### src/fe_pkg.sv
`default_nettype none

package fe_pkg;

  typedef logic [31:0] addr_t;
  typedef logic [31:0] inst_word_t;
  typedef logic [4:0]  reg_idx_t;
  // Slot 0 in the low word, slot 1 in the high word
  typedef logic [63:0] fetch_pair_t;
  typedef logic [1:0]  slot_cnt_t;

  typedef enum logic [2:0] {
    CLS_ADD,
    CLS_ADDI,
    CLS_STW,
    CLS_BEQ,
    CLS_BL,
    CLS_IDLE,
    CLS_ILLEGAL
  } inst_class_e;

  typedef enum logic [1:0] {R0_NONE, R0_RK, R0_RD} r0_src_e;
  typedef enum logic {R1_NONE, R1_RJ} r1_src_e;
  typedef enum logic [1:0] {W_NONE, W_RD, W_R1} w_src_e;

  // Major opcode fields
  localparam logic [16:0] OPC_ADD_W  = 17'h00020;
  localparam logic [9:0]  OPC_ADDI_W = 10'h00A;
  localparam logic [9:0]  OPC_ST_W   = 10'h0A6;
  localparam logic [5:0]  OPC_BEQ    = 6'h16;
  localparam logic [5:0]  OPC_BL     = 6'h15;
  localparam logic [16:0] OPC_IDLE   = 17'h00C91;

  localparam addr_t RESET_PC = 32'h1c000000;

endpackage

`default_nettype wire

### src/fe_npc.sv
`default_nettype none

module fe_npc #(
  parameter fe_pkg::addr_t BOOT_PC = fe_pkg::RESET_PC
) (
  input  wire logic          clk,
  input  wire logic          rst_n,
  input  wire logic          fetch_fire_i,
  input  wire logic          redirect_i,
  input  wire fe_pkg::addr_t redirect_pc_i,
  output fe_pkg::addr_t      pc_o
);

  fe_pkg::addr_t pc_q;
  fe_pkg::addr_t pc_seq;

  // Next aligned pair, a half-pair target still moves a full pair on
  assign pc_seq = {pc_q[31:3], 3'b000} + 32'd8;

  always_ff @(posedge clk) begin
    if (!rst_n) begin
      pc_q <= BOOT_PC;
    end else if (redirect_i) begin
      pc_q <= redirect_pc_i;
    end else if (fetch_fire_i) begin
      pc_q <= pc_seq;
    end
  end

  assign pc_o = pc_q;

endmodule

`default_nettype wire

### src/fe_fetch.sv
`default_nettype none

module fe_fetch #(
  parameter int QUEUE_DEPTH = 16
) (
  input  wire logic                           clk,
  input  wire logic                           rst_n,
  input  wire fe_pkg::addr_t                  pc_i,
  input  wire logic [$clog2(QUEUE_DEPTH):0]   free_slots_i,
  input  wire logic                           idle_lock_i,
  input  wire logic                           redirect_i,
  output logic                                fetch_fire_o,
  output logic                                imem_req_o,
  output fe_pkg::addr_t                       imem_addr_o,
  input  wire fe_pkg::fetch_pair_t            imem_rdata_i,
  output fe_pkg::slot_cnt_t                   wr_num_o,
  output fe_pkg::addr_t [1:0]                 wr_pc_o,
  output fe_pkg::inst_word_t [1:0]            wr_inst_o
);

  localparam int CNT_W = $clog2(QUEUE_DEPTH) + 1;

  logic          inflight_q;
  fe_pkg::addr_t req_pc_q;
  logic          fire;

  // Room for the pair in flight plus the pair being written now
  assign fire = rst_n && !idle_lock_i && !redirect_i && (free_slots_i >= CNT_W'(4));

  assign fetch_fire_o = fire;
  assign imem_req_o   = fire;
  assign imem_addr_o  = {pc_i[31:3], 3'b000};

  always_ff @(posedge clk) begin
    if (!rst_n) begin
      inflight_q <= 1'b0;
    end else begin
      inflight_q <= fire;
    end
  end

  always_ff @(posedge clk) begin
    if (fire) begin
      req_pc_q <= pc_i;
    end
  end

  // Odd target keeps only the high word in slot 0
  always_comb begin
    wr_pc_o[0]   = {req_pc_q[31:3], req_pc_q[2], 2'b00};
    wr_pc_o[1]   = {req_pc_q[31:3], 3'b100};
    wr_inst_o[0] = req_pc_q[2] ? imem_rdata_i[63:32] : imem_rdata_i[31:0];
    wr_inst_o[1] = imem_rdata_i[63:32];
    if (!inflight_q || redirect_i) begin
      wr_num_o = 2'd0;
    end else if (req_pc_q[2]) begin
      wr_num_o = 2'd1;
    end else begin
      wr_num_o = 2'd2;
    end
  end

endmodule

`default_nettype wire

### src/fe_inst_queue.sv
`default_nettype none

module fe_inst_queue #(
  parameter int QUEUE_DEPTH = 16
) (
  input  wire logic                         clk,
  input  wire logic                         rst_n,
  input  wire logic                         flush_i,
  input  wire fe_pkg::slot_cnt_t            wr_num_i,
  input  wire fe_pkg::addr_t [1:0]          wr_pc_i,
  input  wire fe_pkg::inst_word_t [1:0]     wr_inst_i,
  input  wire fe_pkg::slot_cnt_t            rd_num_i,
  output logic [1:0]                        rd_valid_o,
  output fe_pkg::addr_t [1:0]               rd_pc_o,
  output fe_pkg::inst_word_t [1:0]          rd_inst_o,
  output logic [$clog2(QUEUE_DEPTH):0]      free_slots_o
);

  // Depth is a power of two so the pointers wrap on their own
  localparam int PTR_W = $clog2(QUEUE_DEPTH);
  localparam int CNT_W = PTR_W + 1;

  typedef logic [PTR_W-1:0] ptr_t;
  typedef logic [CNT_W-1:0] cnt_t;

  fe_pkg::addr_t      pc_mem   [QUEUE_DEPTH];
  fe_pkg::inst_word_t inst_mem [QUEUE_DEPTH];

  ptr_t head_q;
  ptr_t tail_q;
  cnt_t count_q;
  ptr_t head_nxt;
  ptr_t tail_nxt;

  assign head_nxt = head_q + ptr_t'(1);
  assign tail_nxt = tail_q + ptr_t'(1);

  always_ff @(posedge clk) begin
    if (!rst_n || flush_i) begin
      head_q  <= '0;
      tail_q  <= '0;
      count_q <= '0;
    end else begin
      head_q  <= head_q + ptr_t'(rd_num_i);
      tail_q  <= tail_q + ptr_t'(wr_num_i);
      count_q <= count_q + cnt_t'(wr_num_i) - cnt_t'(rd_num_i);
    end
  end

  always_ff @(posedge clk) begin
    if (wr_num_i != 2'd0) begin
      pc_mem[tail_q]   <= wr_pc_i[0];
      inst_mem[tail_q] <= wr_inst_i[0];
    end
    if (wr_num_i == 2'd2) begin
      pc_mem[tail_nxt]   <= wr_pc_i[1];
      inst_mem[tail_nxt] <= wr_inst_i[1];
    end
  end

  // Head pair, slot 0 is the oldest
  assign rd_pc_o[0]   = pc_mem[head_q];
  assign rd_pc_o[1]   = pc_mem[head_nxt];
  assign rd_inst_o[0] = inst_mem[head_q];
  assign rd_inst_o[1] = inst_mem[head_nxt];

  assign rd_valid_o[0] = count_q != cnt_t'(0);
  assign rd_valid_o[1] = count_q >= cnt_t'(2);

  assign free_slots_o = cnt_t'(QUEUE_DEPTH) - count_q;

endmodule

`default_nettype wire

### src/fe_decoder.sv
`default_nettype none

module fe_decoder (
  input  wire fe_pkg::inst_word_t inst_i,
  output fe_pkg::inst_class_e     class_o,
  output fe_pkg::reg_idx_t        r0_o,
  output fe_pkg::reg_idx_t        r1_o,
  output fe_pkg::reg_idx_t        w_o
);

  fe_pkg::inst_class_e cls;
  fe_pkg::r0_src_e     r0_sel;
  fe_pkg::r1_src_e     r1_sel;
  fe_pkg::w_src_e      w_sel;

  always_comb begin
    if (inst_i[31:15] == fe_pkg::OPC_ADD_W) begin
      cls = fe_pkg::CLS_ADD;
    end else if (inst_i[31:15] == fe_pkg::OPC_IDLE) begin
      cls = fe_pkg::CLS_IDLE;
    end else if (inst_i[31:22] == fe_pkg::OPC_ADDI_W) begin
      cls = fe_pkg::CLS_ADDI;
    end else if (inst_i[31:22] == fe_pkg::OPC_ST_W) begin
      cls = fe_pkg::CLS_STW;
    end else if (inst_i[31:26] == fe_pkg::OPC_BEQ) begin
      cls = fe_pkg::CLS_BEQ;
    end else if (inst_i[31:26] == fe_pkg::OPC_BL) begin
      cls = fe_pkg::CLS_BL;
    end else begin
      cls = fe_pkg::CLS_ILLEGAL;
    end
  end

  // Register source selection per class
  always_comb begin
    r0_sel = fe_pkg::R0_NONE;
    r1_sel = fe_pkg::R1_NONE;
    w_sel  = fe_pkg::W_NONE;
    case (cls)
      fe_pkg::CLS_ADD: begin
        r0_sel = fe_pkg::R0_RK;
        r1_sel = fe_pkg::R1_RJ;
        w_sel  = fe_pkg::W_RD;
      end
      fe_pkg::CLS_ADDI: begin
        r1_sel = fe_pkg::R1_RJ;
        w_sel  = fe_pkg::W_RD;
      end
      // Stores and branches read rd as data
      fe_pkg::CLS_STW, fe_pkg::CLS_BEQ: begin
        r0_sel = fe_pkg::R0_RD;
        r1_sel = fe_pkg::R1_RJ;
      end
      fe_pkg::CLS_BL: begin
        w_sel = fe_pkg::W_R1;
      end
      default: begin
      end
    endcase
  end

  always_comb begin
    case (r0_sel)
      fe_pkg::R0_RK: r0_o = inst_i[14:10];
      fe_pkg::R0_RD: r0_o = inst_i[4:0];
      default:       r0_o = '0;
    endcase
    case (r1_sel)
      fe_pkg::R1_RJ: r1_o = inst_i[9:5];
      default:       r1_o = '0;
    endcase
    case (w_sel)
      fe_pkg::W_RD: w_o = inst_i[4:0];
      fe_pkg::W_R1: w_o = fe_pkg::reg_idx_t'(1);
      default:      w_o = '0;
    endcase
  end

  assign class_o = cls;

endmodule

`default_nettype wire

### src/frontend.sv
`default_nettype none

module frontend #(
  parameter int            QUEUE_DEPTH = 16,
  parameter fe_pkg::addr_t BOOT_PC     = fe_pkg::RESET_PC
) (
  input  wire logic                       clk,
  input  wire logic                       rst_n,
  output logic                            imem_req_o,
  output fe_pkg::addr_t                   imem_addr_o,
  input  wire fe_pkg::fetch_pair_t        imem_rdata_i,
  input  wire logic                       redirect_i,
  input  wire fe_pkg::addr_t              redirect_pc_i,
  input  wire fe_pkg::slot_cnt_t          accept_num_i,
  output logic [1:0]                      out_valid_o,
  output fe_pkg::addr_t [1:0]             out_pc_o,
  output fe_pkg::inst_word_t [1:0]        out_inst_o,
  output fe_pkg::inst_class_e [1:0]       out_class_o,
  output fe_pkg::reg_idx_t [1:0]          out_r0_o,
  output fe_pkg::reg_idx_t [1:0]          out_r1_o,
  output fe_pkg::reg_idx_t [1:0]          out_w_o
);

  localparam int CNT_W = $clog2(QUEUE_DEPTH) + 1;

  fe_pkg::addr_t            pc;
  logic                     fetch_fire;
  logic [CNT_W-1:0]         free_slots;
  fe_pkg::slot_cnt_t        wr_num;
  fe_pkg::addr_t [1:0]      wr_pc;
  fe_pkg::inst_word_t [1:0] wr_inst;
  logic                     idle_lock_q;
  logic                     idle_pop;

  // Only popped slots count, an IDLE still waiting in the queue does not lock
  assign idle_pop = ((accept_num_i != 2'd0) && (out_class_o[0] == fe_pkg::CLS_IDLE)) ||
                    ((accept_num_i == 2'd2) && (out_class_o[1] == fe_pkg::CLS_IDLE));

  always_ff @(posedge clk) begin
    if (!rst_n) begin
      idle_lock_q <= 1'b0;
    end else if (redirect_i) begin
      idle_lock_q <= 1'b0;
    end else if (idle_pop) begin
      idle_lock_q <= 1'b1;
    end
  end

  fe_npc #(.BOOT_PC(BOOT_PC)) u_npc (
    .clk           (clk),
    .rst_n         (rst_n),
    .fetch_fire_i  (fetch_fire),
    .redirect_i    (redirect_i),
    .redirect_pc_i (redirect_pc_i),
    .pc_o          (pc)
  );

  fe_fetch #(.QUEUE_DEPTH(QUEUE_DEPTH)) u_fetch (
    .clk          (clk),
    .rst_n        (rst_n),
    .pc_i         (pc),
    .free_slots_i (free_slots),
    .idle_lock_i  (idle_lock_q),
    .redirect_i   (redirect_i),
    .fetch_fire_o (fetch_fire),
    .imem_req_o   (imem_req_o),
    .imem_addr_o  (imem_addr_o),
    .imem_rdata_i (imem_rdata_i),
    .wr_num_o     (wr_num),
    .wr_pc_o      (wr_pc),
    .wr_inst_o    (wr_inst)
  );

  fe_inst_queue #(.QUEUE_DEPTH(QUEUE_DEPTH)) u_queue (
    .clk          (clk),
    .rst_n        (rst_n),
    .flush_i      (redirect_i),
    .wr_num_i     (wr_num),
    .wr_pc_i      (wr_pc),
    .wr_inst_i    (wr_inst),
    .rd_num_i     (accept_num_i),
    .rd_valid_o   (out_valid_o),
    .rd_pc_o      (out_pc_o),
    .rd_inst_o    (out_inst_o),
    .free_slots_o (free_slots)
  );

  for (genvar g = 0; g < 2; g++) begin : g_dec
    fe_decoder u_dec (
      .inst_i  (out_inst_o[g]),
      .class_o (out_class_o[g]),
      .r0_o    (out_r0_o[g]),
      .r1_o    (out_r1_o[g]),
      .w_o     (out_w_o[g])
    );
  end

endmodule

`default_nettype wire

### config.mk
export PLATFORM = sky130hd
export DESIGN_NAME = frontend
export DESIGN_NICKNAME = d
export VERILOG_FILES = /design/src/fe_pkg.sv /design/src/fe_npc.sv /design/src/fe_fetch.sv /design/src/fe_inst_queue.sv /design/src/fe_decoder.sv /design/src/frontend.sv
export SDC_FILE = /design/constraint.sdc
export NUM_CORES = 2
export LEC_CHECK = 0
export ABC_CLOCK_PERIOD_IN_PS = 11300
export BUFFER_PORTS_ARGS = -buffer_cell sky130_fd_sc_hd__buf_2
export CAP_MARGIN = 5
export CELL_PAD_IN_SITES_DETAIL_PLACEMENT = 1
export CELL_PAD_IN_SITES_GLOBAL_PLACEMENT = 2
export CORE_ASPECT_RATIO = 0.7
export CORE_UTILIZATION = 47
export CTS_CLUSTER_DIAMETER = 120
export CTS_CLUSTER_SIZE = 16
export DETAILED_ROUTE_END_ITERATION = 10
export HOLD_SLACK_MARGIN = 0.15
export PLACE_DENSITY_LB_ADDON = 0.1
export SLEW_MARGIN = 10
export SYNTH_ARGS = -nofsm -noshare
export SYNTH_HDL_FRONTEND = slang
export SYNTH_SLANG_ARGS = --single-unit
### constraint.sdc
create_clock -name clk -period 11.3 [get_ports clk]
set_input_delay 1.13 -clock clk [delete_from_list [all_inputs] [get_ports clk]]
set_output_delay 1.13 -clock clk [all_outputs]
set_load 0.03 [all_outputs]
### Word-level counts from Yosys, hierarchy flattened

Memory sizes are Yosys's and may differ from the RTL's. A register that Yosys moved wholly into a read port is not among the register bits.
Cells that the tools add are included.
Widths: inputs -> output; s select.

* latch bits: 0
* bits in registers: 79
* input bits: 101
* ROM bits: 0
* logic and storage cells: 112
* memories: 2
* output and inout bits: 199
* bits in writable memories: 992

Memory list
* u_queue.inst_mem: depth 16, bits a word 32, read ports 2, clocked after Yosys merged registers in 1, write ports 2, RTL line fe_inst_queue.sv:27 `fe_pkg::inst_word_t inst_mem [QUEUE_DEPTH];`
* u_queue.pc_mem: depth 16, bits a word 30, read ports 2, clocked after Yosys merged registers in 1, write ports 2, RTL line fe_inst_queue.sv:26 `fe_pkg::addr_t pc_mem [QUEUE_DEPTH];`

* shift operators: 0
* equality and inequality tests: 32
* divide/modulo/power cells: 0
* add/subtract/negate cells: 8
* multiply operators: 0
* magnitude comparators: 2
* bitwise gates (word level): 1
* reductions and logical operators: 25
* mux-type cells: 35

Operators by type and width (number)
* $mux 32: 3
* $pmux 5 s2: 4
* $eq 17x12->1 const B: 2
* $eq 17x6->1 const B: 2
* $add 32x4->32 const B: 1
* $mux 3: 10
* $eq 6x5->1 const B: 4
* $eq 10x4->1 const B: 2
* $eq 10x8->1 const B: 2
* $pmux 2 s2: 4
* $eq 2x2->1 const B: 6
* $eq 3x2->1 const B: 4
* $eq 3x3->1 const B: 4
* $mux 5: 2
* $reduce_or 2->1: 5
* $add 4x1->4 const B: 2
* $add 4x2->4: 2
* $eq 2x1->1 const B: 4
* $mux 2: 4
* $mux 4: 2
* $reduce_or 4->1: 2
* $eq 3x1->1 const B: 2
* $logic_not 3->1: 2
* $mux 1: 6
* other kinds (11): 22

### Longest topological paths before layout

An unclocked memory read counts as a cell.

* depth after elaboration: 14
* depth in mapped cells: 16
* mapped depth without buffers: 12

### Hierarchy

Synthesis repeated with hierarchy kept, for this count alone.

* cell total of the unflattened synthesis: 4091
* area, all modules: 64814.7 sq um

Modules (own cells, without submodules)
* fe_inst_queue: instances 1, seq. area each 31009.7 sq um, area each 59849.9 sq um, cells each 3572
* fe_fetch: instances 1, seq. area each 920.9 sq um, area each 2242.2 sq um, cells each 173
* fe_npc: instances 1, seq. area each 640.6 sq um, area each 1854.3 sq um, cells each 230
* fe_decoder: instances 2, seq. area each 0.0 sq um, area each 402.9 sq um, cells each 55
* frontend: instances 1, seq. area each 20.0 sq um, area each 62.6 sq um, cells each 6

### Least setup slack after synthesis

OpenSTA, ideal clock, no wires.

* kind: reg-to-output
* from: register u_queue.head_q[1]
* to: output out_r0_o[5] (netlist bit)
* arrival time: 3.667 ns
* required time: 10.170 ns
* cell stages (with the launch flop): 12
* path slack: 6.503 ns
* path buffers: 0
* path through: dfxtp_1 > ha_1 > xnor2_4 > mux4_2 > mux2i_1 > nand2_1 > a2111oi_2 > a41o_2 > and2_1 > ha_1 > a22oi_1 > nor2_1

RTL lines
* start, declared: RTL line fe_inst_queue.sv:29 `ptr_t head_q;`
* start signal, assigned: RTL line fe_inst_queue.sv:44 `head_q <= head_q + ptr_t'(rd_num_i);`
* end, declared: RTL line frontend.sv:19 `output fe_pkg::reg_idx_t [1:0] out_r0_o,`

==> results_dict.tcl <==
set metrics [dict create \
    outcome "finished clean" \
    min_to "idle_lock_q" \
    core_area_um2 126000 \
    clock-sinks 1067 \
    r2r_start "u_queue.head_q[0]" \
    hold_viol_final 0 \
    hp-start "idle_lock_q" \
    rows 109 \
    grtUsageMet2_pct 49.8 \
    synth_top_area_share_pct 50.5 \
    fmax_mhz 133 \
    maxCapViolations 0 \
    dp_hpwl_um 115000 \
    grt_pass1_wl_um 287000 \
    period_share_pct 66.3 \
    antenna_found_initial 13 \
    slew_headroom_pct 18.3 \
    critPathLaunchType "register" \
    stdcell_count 6361 \
    track_usage_pct 30.5 \
    htreeDepth 3 \
    r2r_end "idle_lock_q" \
    ys_seq_elements 1067 \
    ff2ff_path_depth 10 \
    grt_most_used_layer "met2" \
    antenna_left 0 \
    syn_avg_cell_area_um2 12.7 \
    grtUsageMet1_pct 43.2 \
    ir_drop_uv 100 \
    yosysSeqAreaShare_pct 52.5 \
    holdPathStages 2 \
    cts-resized-gates 0 \
    clockBufferDepth 3 \
    path_clk_slew_ns 0.08 \
    worst_clock_skew_ns 0.0316 \
    port_buffers 290 \
    dpl-instance-area_um2 61700 \
    path_class "register to output pin" \
    wl_per_cell_um 31.2 \
    grt_max_degree 144 \
    drive_gt1_share_pct 20.8 \
    maxSlewViolCount 0 \
    syn_inst 4694 \
    area_growth_pct 6.81 \
    numPlacedInstances 6237 \
    post-cts-setup-buffer-count 0 \
    dieArea_um2 129000 \
    die_x_um 428 \
    die_h_um 300 \
    yosysUniqueCellTypes 82 \
    async_flop_share_pct 0 \
    clk_latency_ns 0.70 \
    netlist_area_um2 59800 \
    min_path_type "register to register" \
    regToRegSetupSlack_ns 6.33 \
    final_util_pct 50.6 \
    cts_tree "yes" \
    crit_fanout 143 \
    io-pin-count 300 \
    setup_viol 0 \
    power_density_nw_per_um2 131 \
    dr_total_vias 41300 \
    gp_congestion 0.822 \
    crit_start "u_queue.head_q[0]" \
    finalSetupTns_ns 0 \
    cts_buffers 76 \
    root_buffer "clkbuf_16" \
    use_met3_pct 4.22 \
    nNetsFinal 4779 \
    fin_crit_ns 7.49 \
    end_kind "output pin" \
    drc 0 \
    start_util_pct 47.4 \
    drt_iter0_drc 4639 \
    hold_buffers 0 \
    rsz0062_at_grt "false" \
    gr-total-overflow 0 \
    fin_area_um2 63900 \
    wirelength_um 198000 \
    grt_pass1_vias 41300 \
    synth_top_area_cell "edfxtp_1" \
    worstPathArrival_ns 6.36 \
    critPathRequiredTime_ns 10.17 \
    worst_slew_pin_slew_ns 1.23 \
    synth-main-ff-cell "edfxtp_1" \
    synth_area_leaders "edfxtp_1 50%, mux4_2 16%, mux2i_1 5.1%" \
    synth_edf_count 1006 \
    synth.yosys.warnings 0 \
    via_per_inst 6.49 \
    dr.pass1.iters 8 \
    p_leak_nw 21.8 \
]
-- kinds of logic (layout without fill, tap and decap cells) --
group | count (synthesis) | in the layout | synth area share (%)
DFF | 1067 | 1067 | 52.5
AOI/OAI and AO/OA | 908 | 908 | 9.05
buffers and inverters | 565 | 556 | 4.93
muxes | 736 | 736 | 21.2
and+or+nand+nor | 1380 | 1380 | 11.5
other | 1 | 12 | 0.00627
xor gates and xnor gates | 10 | 10 | 0.222
adders and majority gates | 27 | 27 | 0.615
-- cells in the final DEF (no fill, tap or decap), types with 76 or more instances in the layout --
| cell | instances |
|---|---|
| nand2_1 | 119 |
| and2_1 | 486 |
| a221oi_1 | 111 |
| buf_4 | 99 |
| mux4_2 | 419 |
| mux2i_1 | 305 |
| edfxtp_1 | 1006 |
| buf_2 | 290 |
| o21ai_0 | 85 |
| nor2_1 | 591 |
| a21oi_1 | 554 |
| clkbuf_16 | 76 |
-- registers in the layout, summed over array words and instances (netlist names) --
signal              cells
idle_lock_q             1
u_queue.inst_mem      512
u_fetch.inflight_q      1
u_npc.pc_o             30
u_queue.pc_mem        480
u_queue.head_q          4
u_fetch.req_pc_q       30
u_queue.count_q         5
u_queue.tail_q          4
-- layout make-up --
type,count,area [um^2]
Antenna cell,5,12.5
Clock buffer,110,2030
Clock inverter,8,120
Fill cell,12600,62400
Inverter,45,171
Multi-Input combinational cell,3068,25800
Sequential cell,1067,31400
Tap cell,1665,2080
Timing Repair Buffer,393,2280
-- report_power, final --
group	internal, W	total, W	switching [W]	leakage (nW)
logic	0.000456	0.00120	0.000745	10.8
registers	0.00437	0.00445	0.0000823	9.94
clock network	0.00126	0.00272	0.00146	1.02
-- worst max-delay path, stage by stage (launching register included) --
cell and delay (ns):
dfxtp_4 0.93, buf_4 0.94, buf_12 0.71, mux4_2 0.38
o22ai_1 0.07, or2_2 0.34, inv_1 0.12, a211oi_1 0.07
and4bb_1 0.29, a31oi_1 0.51, nand2_1 0.65, and2_1 0.37
buf_2 0.17
-- synth_stat cells, drive strengths merged (3+ instances only) --
cell,number
dfxtp,61
and3b,3
ha,23
nand3b,7
nor3,27
nor4,6
nand4b,3
mux2i,307
a222oi,4
clkbuf,281
nand2b,14
nand4,13
fa,4
and2,488
o221ai,15
o211ai,3
mux4,421
a32oi,3
a22oi,68
or2,4
and4,3
nand2,136
or3,4
buf,239
a221oi,114
xor2,4
nor2,603
a31oi,13
a21oi,555
nor2b,11
inv,44
o21ai,92
o22ai,10
xnor2,6
nand3,17
nor3b,17
and3,15
o311ai,3
edfxtp,1006
mux2,8
o21a,14
-- worst max-delay path by stage --
stage	end	slack [ns]	depth (start not counted)
final	out_r1_o[2]	3.81	12
after global routing	out_r0_o[4]	3.41	14
after CTS	out_r1_o[2]	3.65	12
after detailed placement	out_r1_o[4]	4.40	12
after global placement	out_r1_o[1]	4.46	12
after floorplan	out_r0_o[5]	6.50	11
-- metal layers --
metal | vias up | routed length [um]
met2 | 1611 | 94900
met5 | - | 38
met4 | 6 | 4570
li1 | 17600 | -
met3 | 263 | 14300
met1 | 21800 | 84600
-- through the flow --
stage	total power [W]	setup WS, ns	hold slack, ns
after floorplan	0.00538	6.50	0.408
after global placement	0.00572	4.46	0.438
after detailed placement	0.00574	4.40	0.451
after CTS	0.00842	3.65	0.469
after global routing	0.00862	3.41	0.480
final	0.00838	3.81	0.468
(Power assumes the default switching activity.)
